## src/design/iotdf_consts.svh

```systemverilog
`ifndef IOTDF_CONSTS_SVH
`define IOTDF_CONSTS_SVH

// group framing
`define IOTDF_BYTES_PER_WORD 16
`define IOTDF_WORDS_PER_GROUP 8

// data widths
`define IOTDF_BYTE_W 8
`define IOTDF_WORD_W 128
`define IOTDF_CRC_W 3

// x^3 + x + 1, leading term implied
`define IOTDF_CRC_POLY 3'b011

`endif
```

## src/design/iotdf_ctrl_pkg.sv

```systemverilog
package iotdf_ctrl_pkg;

  // function select, codes 1 and 2 are reserved and act as idle
  typedef enum logic [2:0] {
    FN_IDLE     = 3'd0,
    FN_CRC_GEN  = 3'd3,
    FN_TOP2MAX  = 3'd4,
    FN_LAST2MIN = 3'd5
  } fn_sel_t;

  // extremum tracker states
  typedef enum logic [1:0] {
    TRK_IDLE,
    TRK_CALC,
    TRK_EMIT
  } trk_state_t;

endpackage

```

## src/design/iotdf_data_pkg.sv

```systemverilog
`include "iotdf_consts.svh"

package iotdf_data_pkg;

  // one input byte and one packed word
  typedef logic [`IOTDF_BYTE_W-1:0] iot_byte_t;
  typedef logic [`IOTDF_WORD_W-1:0] iot_word_t;

  // crc remainder, word position in a group
  typedef logic [`IOTDF_CRC_W-1:0] crc3_t;
  typedef logic [2:0] word_idx_t;

endpackage

```

## src/design/iotdf_top.sv

```systemverilog
`timescale 1ns/1ns

module iotdf_top
  import iotdf_data_pkg::*;
  import iotdf_ctrl_pkg::*;
(
  input  logic      clk,
  input  logic      rst,
  input  logic      i_in_en,
  input  iot_byte_t i_iot_in,
  input  fn_sel_t   i_fn_sel,
  output logic      o_valid,
  output iot_word_t o_iot_out
);

  // loader to engines
  logic      byte_vld;
  iot_byte_t byte_data;
  logic      group_first;
  logic      group_last;
  logic      word_vld;
  iot_word_t word_data;
  word_idx_t word_idx;

  // engines to selector
  logic      crc_vld;
  crc3_t     crc;
  logic      ext_vld;
  iot_word_t ext_first;
  iot_word_t ext_second;

  word_loader u_word_loader (
    .clk           (clk),
    .rst           (rst),
    .i_in_en       (i_in_en),
    .i_iot_in      (i_iot_in),
    .o_byte_vld    (byte_vld),
    .o_byte        (byte_data),
    .o_group_first (group_first),
    .o_group_last  (group_last),
    .o_word_vld    (word_vld),
    .o_word        (word_data),
    .o_word_idx    (word_idx)
  );

  crc3_engine u_crc3_engine (
    .clk           (clk),
    .rst           (rst),
    .i_byte_vld    (byte_vld),
    .i_byte        (byte_data),
    .i_group_first (group_first),
    .i_group_last  (group_last),
    .o_crc_vld     (crc_vld),
    .o_crc         (crc)
  );

  extremum_tracker u_extremum_tracker (
    .clk          (clk),
    .rst          (rst),
    .i_fn_sel     (i_fn_sel),
    .i_word_vld   (word_vld),
    .i_word       (word_data),
    .i_word_idx   (word_idx),
    .o_ext_vld    (ext_vld),
    .o_ext_first  (ext_first),
    .o_ext_second (ext_second)
  );

  result_selector u_result_selector (
    .clk          (clk),
    .rst          (rst),
    .i_fn_sel     (i_fn_sel),
    .i_crc_vld    (crc_vld),
    .i_crc        (crc),
    .i_ext_vld    (ext_vld),
    .i_ext_first  (ext_first),
    .i_ext_second (ext_second),
    .o_valid      (o_valid),
    .o_iot_out    (o_iot_out)
  );

endmodule

```

## src/design/result_selector.sv

```systemverilog
`timescale 1ns/1ns
`include "iotdf_consts.svh"

module result_selector
  import iotdf_data_pkg::*;
  import iotdf_ctrl_pkg::*;
(
  input  logic      clk,
  input  logic      rst,
  input  fn_sel_t   i_fn_sel,
  input  logic      i_crc_vld,
  input  crc3_t     i_crc,
  input  logic      i_ext_vld,
  input  iot_word_t i_ext_first,
  input  iot_word_t i_ext_second,
  output logic      o_valid,
  output iot_word_t o_iot_out
);

  fn_sel_t fn_d1;
  fn_sel_t fn_d2;
  logic    crc_hit;
  logic    ext_hit;
  logic    beat2_q;

  // engine strobes come two cycles after the last byte, so gate them
  // with the mode seen on that byte
  assign crc_hit = i_crc_vld && (fn_d2 == FN_CRC_GEN);
  assign ext_hit = i_ext_vld && (fn_d2 == FN_TOP2MAX || fn_d2 == FN_LAST2MIN);

  always_ff @(posedge clk or posedge rst) begin
    if (rst) begin
      fn_d1     <= FN_IDLE;
      fn_d2     <= FN_IDLE;
      beat2_q   <= 1'b0;
      o_valid   <= 1'b0;
      o_iot_out <= '0;
    end else begin
      fn_d1 <= i_fn_sel;
      fn_d2 <= fn_d1;
      if (crc_hit) begin
        o_valid   <= 1'b1;
        o_iot_out <= iot_word_t'(i_crc);
      end else if (ext_hit) begin
        o_valid   <= 1'b1;
        o_iot_out <= i_ext_first;
        beat2_q   <= 1'b1;
      end else if (beat2_q) begin
        // runner-up beat
        o_valid   <= 1'b1;
        o_iot_out <= i_ext_second;
        beat2_q   <= 1'b0;
      end else begin
        o_valid   <= 1'b0;
        o_iot_out <= '0;
      end
    end
  end

endmodule

```

## src/design/extremum_tracker.sv

```systemverilog
`timescale 1ns/1ns
`include "iotdf_consts.svh"

module extremum_tracker
  import iotdf_data_pkg::*;
  import iotdf_ctrl_pkg::*;
(
  input  logic      clk,
  input  logic      rst,
  input  fn_sel_t   i_fn_sel,
  input  logic      i_word_vld,
  input  iot_word_t i_word,
  input  word_idx_t i_word_idx,
  output logic      o_ext_vld,
  output iot_word_t o_ext_first,
  output iot_word_t o_ext_second
);

  trk_state_t state_q;
  trk_state_t state_nxt;
  iot_word_t  first_q;
  iot_word_t  second_q;
  logic       dir_max_q;
  logic       is_max_now;
  logic       start;
  logic       take_first;
  logic       take_second;

  // strict compare, so equal words fall through to the runner-up
  function automatic logic beats(iot_word_t a, iot_word_t b, logic want_max);
    return want_max ? (a > b) : (a < b);
  endfunction

  assign is_max_now  = (i_fn_sel == FN_TOP2MAX);
  assign start       = i_word_vld && (i_word_idx == '0) &&
                       (is_max_now || (i_fn_sel == FN_LAST2MIN));
  assign take_first  = beats(i_word, first_q, dir_max_q);
  assign take_second = beats(i_word, second_q, dir_max_q);

  always_comb begin
    state_nxt = state_q;
    case (state_q)
      TRK_IDLE: if (start) state_nxt = TRK_CALC;
      TRK_CALC: begin
        if (i_word_vld && i_word_idx == word_idx_t'(`IOTDF_WORDS_PER_GROUP - 1)) begin
          state_nxt = TRK_EMIT;
        end
      end
      default: state_nxt = start ? TRK_CALC : TRK_IDLE;
    endcase
  end

  // direction is fixed for the group at word 0
  always_ff @(posedge clk or posedge rst) begin
    if (rst) begin
      state_q   <= TRK_IDLE;
      dir_max_q <= 1'b0;
    end else begin
      state_q <= state_nxt;
      if (start) begin
        dir_max_q <= is_max_now;
      end
    end
  end

  always_ff @(posedge clk) begin
    if (start) begin
      first_q  <= i_word;
      second_q <= is_max_now ? '0 : '1;
    end else if (state_q == TRK_CALC && i_word_vld) begin
      if (take_first) begin
        second_q <= first_q;
        first_q  <= i_word;
      end else if (take_second) begin
        second_q <= i_word;
      end
    end
  end

  assign o_ext_vld    = (state_q == TRK_EMIT);
  assign o_ext_first  = first_q;
  assign o_ext_second = second_q;

endmodule

```

## src/design/crc3_engine.sv

```systemverilog
`timescale 1ns/1ns
`include "iotdf_consts.svh"

module crc3_engine
  import iotdf_data_pkg::*;
(
  input  logic      clk,
  input  logic      rst,
  input  logic      i_byte_vld,
  input  iot_byte_t i_byte,
  input  logic      i_group_first,
  input  logic      i_group_last,
  output logic      o_crc_vld,
  output crc3_t     o_crc
);

  crc3_t rem_q;
  crc3_t rem_seed;
  crc3_t rem_next;

  // long division by the polynomial, one message bit per step, msb first
  function automatic crc3_t crc_step(crc3_t rem, iot_byte_t data);
    crc3_t r;
    logic  fb;
    r = rem;
    for (int i = `IOTDF_BYTE_W - 1; i >= 0; i--) begin
      fb = r[`IOTDF_CRC_W-1] ^ data[i];
      r  = {r[`IOTDF_CRC_W-2:0], 1'b0};
      if (fb) begin
        r = r ^ `IOTDF_CRC_POLY;
      end
    end
    return r;
  endfunction

  // a new group restarts from zero
  assign rem_seed = i_group_first ? '0 : rem_q;
  assign rem_next = crc_step(rem_seed, i_byte);

  always_ff @(posedge clk or posedge rst) begin
    if (rst) begin
      rem_q     <= '0;
      o_crc_vld <= 1'b0;
    end else begin
      o_crc_vld <= i_byte_vld && i_group_last;
      if (i_byte_vld) begin
        rem_q <= rem_next;
      end
    end
  end

  // final remainder sits in rem_q when the strobe is out
  assign o_crc = rem_q;

endmodule

```

## src/design/word_loader.sv

```systemverilog
`timescale 1ns/1ns
`include "iotdf_consts.svh"

module word_loader
  import iotdf_data_pkg::*;
(
  input  logic      clk,
  input  logic      rst,
  input  logic      i_in_en,
  input  iot_byte_t i_iot_in,
  output logic      o_byte_vld,
  output iot_byte_t o_byte,
  output logic      o_group_first,
  output logic      o_group_last,
  output logic      o_word_vld,
  output iot_word_t o_word,
  output word_idx_t o_word_idx
);

  logic [3:0] byte_cnt;
  word_idx_t  word_cnt;
  iot_word_t  word_q;
  logic       last_lane;
  logic       last_word;

  assign last_lane = (byte_cnt == 4'(`IOTDF_BYTES_PER_WORD - 1));
  assign last_word = (word_cnt == word_idx_t'(`IOTDF_WORDS_PER_GROUP - 1));

  // counters and strobes, all one cycle behind the accepting edge
  always_ff @(posedge clk or posedge rst) begin
    if (rst) begin
      byte_cnt      <= '0;
      word_cnt      <= '0;
      o_byte_vld    <= 1'b0;
      o_group_first <= 1'b0;
      o_group_last  <= 1'b0;
      o_word_vld    <= 1'b0;
      o_word_idx    <= '0;
    end else begin
      o_byte_vld    <= i_in_en;
      o_group_first <= i_in_en && (byte_cnt == 4'd0) && (word_cnt == '0);
      o_group_last  <= i_in_en && last_lane && last_word;
      o_word_vld    <= i_in_en && last_lane;
      if (i_in_en) begin
        byte_cnt <= last_lane ? 4'd0 : byte_cnt + 4'd1;
        if (last_lane) begin
          // index of the word that just filled
          o_word_idx <= word_cnt;
          word_cnt   <= word_cnt + word_idx_t'(1);
        end
      end
    end
  end

  // first byte lands in bits 7:0, sixteenth in 127:120
  always_ff @(posedge clk) begin
    if (i_in_en) begin
      o_byte <= i_iot_in;
      word_q[byte_cnt*`IOTDF_BYTE_W +: `IOTDF_BYTE_W] <= i_iot_in;
    end
  end

  assign o_word = word_q;

endmodule

```

## config.mk

```make
export PLATFORM = sky130hd
export DESIGN_NAME = iotdf_top
export DESIGN_NICKNAME = d
export VERILOG_FILES = /design/src/design/iotdf_ctrl_pkg.sv /design/src/design/iotdf_data_pkg.sv /design/src/design/iotdf_top.sv /design/src/design/result_selector.sv /design/src/design/extremum_tracker.sv /design/src/design/crc3_engine.sv /design/src/design/word_loader.sv
export VERILOG_INCLUDE_DIRS = /design/src /design/src/design
export SDC_FILE = /design/constraint.sdc
export NUM_CORES = 1
export LEC_CHECK = 0
export ABC_AREA = 1
export BUFFER_PORTS_ARGS = -buffer_cell sky130_fd_sc_hd__buf_2
export CORE_ASPECT_RATIO = 1.4
export CORE_UTILIZATION = 45
export CTS_BUF_LIST = sky130_fd_sc_hd__clkbuf_8
export CTS_CLUSTER_SIZE = 40
export DETAILED_ROUTE_END_ITERATION = 7
export MAX_ROUTING_LAYER = met4
export SYNTH_ARGS = -nofsm -noshare
export SYNTH_HDL_FRONTEND = slang
export SYNTH_SLANG_ARGS = --single-unit
export TNS_END_PERCENT = 30
```

## constraint.sdc

```tcl
create_clock -name clk -period 8.5 [get_ports clk]
set_input_delay 0 -clock clk [delete_from_list [all_inputs] [get_ports clk]]
set_output_delay 0 -clock clk [all_outputs]
set_load 0.01 [all_outputs]
```

Word level (Yosys, flattened, before mapping)
Cells that the tools add are included.
{"block": "classes", "n_addsub": 3, "order_cmp": 4, "eq_ne": 12, "n_shift": 2, "mux": 32, "bitwise_logic": 16, "n_reduce_logical": 24}
{"op": "$mux 128", "count": 11}
{"op": "$gt 128x128->1", "count": 2}
{"op": "$lt 128x128->1", "count": 2}
{"op": "$bwmux 128", "count": 1}
{"op": "$shift 8x34->128 const A", "count": 1}
{"op": "$shiftx 8x34->128", "count": 1}
{"op": "$neg 7->34", "count": 1}
{"op": "$mux 2", "count": 10}
{"op": "$eq 3x3->1 const B", "count": 6}
{"op": "$not 2->2", "count": 8}
{"op": "$logic_and 1x1->1", "count": 11}
{"op": "$reduce_and 2->1", "count": 4}
{"op": "$xor 1x1->1", "count": 8}
{"op": "$mux 1", "count": 7}
{"op": "$logic_not 3->1", "count": 2}
{"op": "$add 4x1->4 const B", "count": 1}
{"op": "$eq 4x4->1 const B", "count": 1}
{"op": "$logic_not 4->1", "count": 1}
{"op": "$mux 4", "count": 1}
{"op": "$ne 2x1->1 const B", "count": 2}
{"op": "$pmux 2 s2", "count": 1}
{"op": "$reduce_bool 2->1", "count": 2}
{"op": "$add 3x1->3 const B", "count": 1}
{"op": "$eq 3x2->1 const B", "count": 1}
{"op": "other kinds (6)", "count": 7}
{"block": "word_totals", "regBits": 549, "inputBits": 14, "out_inout_bits": 129, "elab_cells": 113}

Logic depth before layout (Yosys ltp)
{"block": "logic_depth", "depth_word": 17, "mapped_depth": 24, "depth_no_buf": 22}

Hierarchy
From an unflattened synthesis, not the netlist that was laid out.
{"block": "unflattened", "hier_cells": 3439, "hier_area_um2": 30216.5}
{"module": "extremum_tracker", "n_inst": 1, "cells_per_inst": 2067, "area_each_um2": 17708.2, "seq_area_each_um2": 7762.4}
{"module": "result_selector", "n_inst": 1, "cells_per_inst": 848, "area_each_um2": 6178.4, "seq_area_each_um2": 3403.3}
{"module": "word_loader", "n_inst": 1, "cells_per_inst": 444, "area_each_um2": 5888.1, "seq_area_each_um2": 4434.3}
{"module": "crc3_engine", "n_inst": 1, "cells_per_inst": 80, "area_each_um2": 441.7, "seq_area_each_um2": 100.1}

Worst setup path after synthesis
No wires, ideal clock.
{"block": "synth_path", "path_type": "reg-to-reg", "start": "reg u_word_loader.word_q[91] (netlist: u_word_loader.o_word[91])", "end": "reg u_extremum_tracker.second_q[0] (netlist: u_extremum_tracker.o_ext_second[0]), enable pin", "setup_time_ps": 1120, "t_arrival_ps": 4028, "required_time_ps": 7380, "path_slack_ps": 3351, "stages_incl_launch_ff": 15, "n_path_buf": 1, "period_less_slack_ps": 5149, "cell_sequence": "edfxtp_1 -> ha_1 -> a21oi_1 -> o21ai_0 -> nand2_1 -> nand2_1 -> a21oi_1 -> nand2_1 -> a21oi_1 -> nand2_1 -> nand2_2 -> nand2_4 -> buf_4 -> a21oi_1 -> nand2_1"}
{"block": "synth_via", "elab_chain_cells": 4, "elab_cells_between_ends": 8, "classes_between": "order compare: 4; mux: 2; reduce/logical: 2"}
{"element": "from (decl)", "line": "word_loader.sv:22", "rtl": "iot_word_t word_q;"}
{"element": "from (signal, indexed assignment)", "line": "word_loader.sv:59", "rtl": "word_q[byte_cnt*`IOTDF_BYTE_W +: `IOTDF_BYTE_W] <= i_iot_in;"}
{"element": "$lt 128x128->1 or $gt 128x128->1 (tied branches)", "line": "extremum_tracker.sv:31", "rtl": "return want_max ? (a > b) : (a < b);"}
{"element": "$mux 1", "line": "extremum_tracker.sv:31"}
{"element": "$reduce_bool 3->1 (no source line) (*)"}
{"element": "$reduce_and 2->1 (no source line) (*)"}
{"element": "to (signal assigned)", "line": "extremum_tracker.sv:69", "rtl": "second_q <= is_max_now ? '0 : '1;"}
{"element": "to (signal assigned)", "line": "extremum_tracker.sv:72", "rtl": "second_q <= first_q;"}
{"element": "to (signal assigned)", "line": "extremum_tracker.sv:75", "rtl": "second_q <= i_word;"}
{"element": "to (decl)", "line": "extremum_tracker.sv:22", "rtl": "iot_word_t second_q;"}
Every way passes the cells marked *; elsewhere a longest branch is shown, timed or not.
A chain may end at the register's enable or synchronous reset.

Final worst setup path
{"block": "layout_path", "start": "reg u_word_loader.word_q[55] (netlist: u_word_loader.o_word[55])", "end": "reg u_extremum_tracker.second_q[27] (netlist: u_extremum_tracker.o_ext_second[27]), enable pin"}
Same word-level chain as after synthesis.

==> flow_metrics.tcl <==
set metrics [dict create \
    die_h_um 303 \
    p_leak_nw 15.5 \
    cts-resized-gates 0 \
    register_area_sq_um 15700 \
    drive_above_1_share_pct 13.4 \
    skew_ps 34.0 \
    clk_latency_ps 700 \
    drt-initial-drc-count 1548 \
    viasPerCell 5.49 \
    cts_tree "built" \
    dieArea_sq_um 65700 \
    synth_edf_count 392 \
    p_per_area_nw_per_um2 227 \
    slowest_stage "nand2_4" \
    required_ps 8880 \
    tns_ps 0 \
    place.gp.congestion 0.944 \
    cts_buffers 88 \
    setup_slack_ps 2650 \
    io_pins 143 \
    yosys-top-cells-count "inv_1 (499), nand2_1 (423), edfxtp_1 (392)" \
    clk_pin_slew_ps 60 \
    yosys_warnings 0 \
    syn-num-nets 3205 \
    nFillCells 5877 \
    synth_top_area_share_pct 40.5 \
    grt_pass1_wl_mm 129 \
    hold_class "in -> reg" \
    overflow 0 \
    cp_num_buf_inv 1 \
    syn_inst 2929 \
    crit_arrival_ps 6230 \
    htree_levels 3 \
    grt_max_degree 131 \
    vdd_drop_max_mv 0.177 \
    path_cells "ha_1 > nand2_1 > nor4_1 > nand2_1 > nor3_1 > a21oi_1 > nand2_4 > nand2_8 > a21oi_1 > nand2_4 > buf_4" \
    layout.nets 3337 \
    syn_avg_cell_area_sq_um 9.93 \
    wirelength_mm 85.1 \
    critPathCaptureType "flop" \
    rsz0062_at_grt "false" \
    reg2reg_slack_ps 2650 \
    cts_root_buf "clkbuf_8" \
    cp_top_family "simple AND/OR/NAND/NOR gates" \
    synth_cell_type_count 45 \
    hold_viol_final 0 \
    worst_setup_path_start_kind "flop" \
    ys_ff_latch 549 \
    tightest_slew_ps 1280 \
    yosysMostFrequentCell "inv_1" \
    grt_use_total_pct 27.0 \
    first_pass_iters 8 \
    multi_input_area_sq_um 10800 \
    max_stage_delay_ps 690 \
    place_hpwl_mm 57.0 \
    antenna_found_initial 1 \
    fp-row-count 109 \
    cap_violations 0 \
    ys_seq_area_share_pct 54.0 \
    wl_per_cell_um 21.5 \
    synth_area_leaders "edfxtp_1 (40%), dfrtp_1 (14%), ha_1 (11%), inv_1 (6.4%), nand2_1 (5.5%)" \
    fmax_ghz 0.171 \
    area_delta_synth_final_pct 11.8 \
    synth-main-ff-cell "edfxtp_1" \
    synth_area_leader_cell "edfxtp_1" \
    route.detailed.drc 0 \
    maxSlewHeadroom_pct 14.9 \
    pre_cts_ws_ps 2500 \
    period_share_pct 68.8 \
    clock_path_buffers 3 \
    setup_viol 0 \
    initial_utilization_pct 45.8 \
    timing.final.max_slew_violations 0 \
    portBuffers 142 \
    die_w_um 217 \
    worstPathMaxFanout 76 \
    grt_pass1_vias 22100 \
    core_sq_um 63600 \
    ant_nets 0 \
    async_reset_ff_share_pct 28.6 \
    clock_sinks 549 \
    finalCriticalPeriod_ps 5850 \
    netlist_area_sq_um 29100 \
    status "finished, final reports clean" \
    vias 21800 \
    worstSetupPathType "reg -> reg" \
]
-- cell type report --
type                    instances  area share (%)
repair buffers                175            3.11
flip-flops and latches        549            48.3
clock inverters                52            1.58
multi-input cells            1741            33.2
well taps                     832            3.20
inverters                     506            5.89
clock buffers                 113            4.78
diodes                          1         0.00769
-- final timing paths --
path,from,to,cells after the start
min,i_fn_sel[0],u_result_selector.fn_d1[0]$_DFF_PP0_,2
min in group asynchronous,rst,u_result_selector.o_iot_out[114]$_DFF_PP0_,4
max reg2reg,u_word_loader.o_word[55]$_DFFE_PP_,u_extremum_tracker.o_ext_second[27]$_DFFE_PP_,11
max,u_word_loader.o_word[55]$_DFFE_PP_,u_extremum_tracker.o_ext_second[27]$_DFFE_PP_,11
max in group asynchronous,rst,u_word_loader.o_word_idx[1]$_DFFE_PP0P_,5
min reg2reg,u_result_selector.fn_d1[1]$_DFF_PP0_,u_result_selector.fn_d2[1]$_DFF_PP0_,0
-- placed cells by master (no fill, tap or decap), types with 4 or more instances in the layout --
| cell type | count |
|---|---|
| inv_1 | 522 |
| nand2_1 | 421 |
| edfxtp_1 | 392 |
| nand3_1 | 294 |
| ha_1 | 262 |
| nor2_1 | 197 |
| dfrtp_1 | 157 |
| buf_2 | 142 |
| a21oi_1 | 134 |
| o32ai_1 | 122 |
| clkbuf_8 | 113 |
| nand2_2 | 101 |
| o21ai_0 | 55 |
| nor3_1 | 43 |
| nand4_1 | 30 |
| nor4_1 | 16 |
| dlygate4sd3_1 | 16 |
| buf_4 | 16 |
| o21a_1 | 12 |
| bufinv_16 | 11 |
| clkinv_2 | 9 |
| o211ai_1 | 6 |
| xor2_1 | 6 |
| xnor2_1 | 6 |
| clkinv_1 | 4 |
| clkinvlp_4 | 4 |
-- flip-flops by register name (all words and copies together), names as in the netlist --
signal,cells
u_extremum_tracker.dir_max_q,1
u_extremum_tracker.o_ext_first,128
u_word_loader.word_cnt,3
u_result_selector.fn_d2,3
u_crc3_engine.o_crc_vld,1
u_result_selector.o_iot_out,128
u_word_loader.o_byte,8
u_word_loader.o_byte_vld,1
u_result_selector.o_valid,1
u_word_loader.byte_cnt,4
u_word_loader.o_word_vld,1
u_result_selector.beat2_q,1
u_word_loader.o_group_first,1
u_word_loader.o_word_idx,3
u_word_loader.o_word,128
u_crc3_engine.o_crc,3
u_extremum_tracker.state_q,2
u_word_loader.o_group_last,1
u_result_selector.fn_d1,3
u_extremum_tracker.o_ext_second,128
-- stage by stage --
| stage | instance area [sq um] | std cells | total power [mW] | hold slack (ps) | utilization [%] |
|---|---|---|---|---|---|
| 3_3_place_gp | 30300 | 3787 | 4.75 | 20.6 | 47.7 |
| 3_5_place_dp | 30300 | 3787 | 4.78 | 27.2 | 47.7 |
| 6_report | 32500 | 3969 | 7.40 | 73.4 | 51.2 |
| 5_1_grt | 32500 | 3969 | 7.75 | 63.8 | 51.2 |
| 4_1_cts | 32500 | 3968 | 7.45 | 1.79 | 51.2 |
| 2_1_floorplan | 29100 | 2929 | 4.34 | 31.4 | - |
-- worst register-to-register path: stages, from the launching register on --
cell and delay (ps):
edfxtp_1 430, ha_1 320, nand2_1 90, nor4_1 440, nand2_1 350, nor3_1 460, a21oi_1 190, nand2_4 640
nand2_8 650, a21oi_1 690, nand2_4 690, buf_4 600
-- cells by family after synthesis --
| logic type | count (synthesis) | synth area share, % |
|---|---|---|
| AO/OA/AOI/OAI | 341 | 7.69 |
| flip-flops | 549 | 54.0 |
| adder cells (fa/ha/maj) | 262 | 11.3 |
| XOR/XNOR | 13 | 0.392 |
| buffers and inverters | 639 | 9.11 |
| AND/OR/NAND/NOR | 1125 | 17.5 |
-- per-layer routing --
layer  vias to the layer above  part of all wire (%)  wire (um)  GRT usage (%)
met4                         0                   6.3       5370           17.1
met2                       707                    50      42200           44.9
met5                         -                     0          0              -
li1                      10200                     -          -              -
met3                       212                   4.3       3690           2.73
met1                     10600                    40      33900           31.4
-- repair_timing --
action,in CTS,in global routing
endpoints found under the hold margin,221,0
hold buffers,16,0
buffers inserted,0,0
-- where the power goes --
group | leakage, nW | internal, mW | switching [mW]
Combinational | 8.63 | 0.416 | 1.15
Sequential | 5.74 | 3.08 | 0.0967
Clock | 1.15 | 1.53 | 1.12
Total | 15.5 | 5.03 | 2.37
Note: power is estimated with default switching activity, not from simulation.
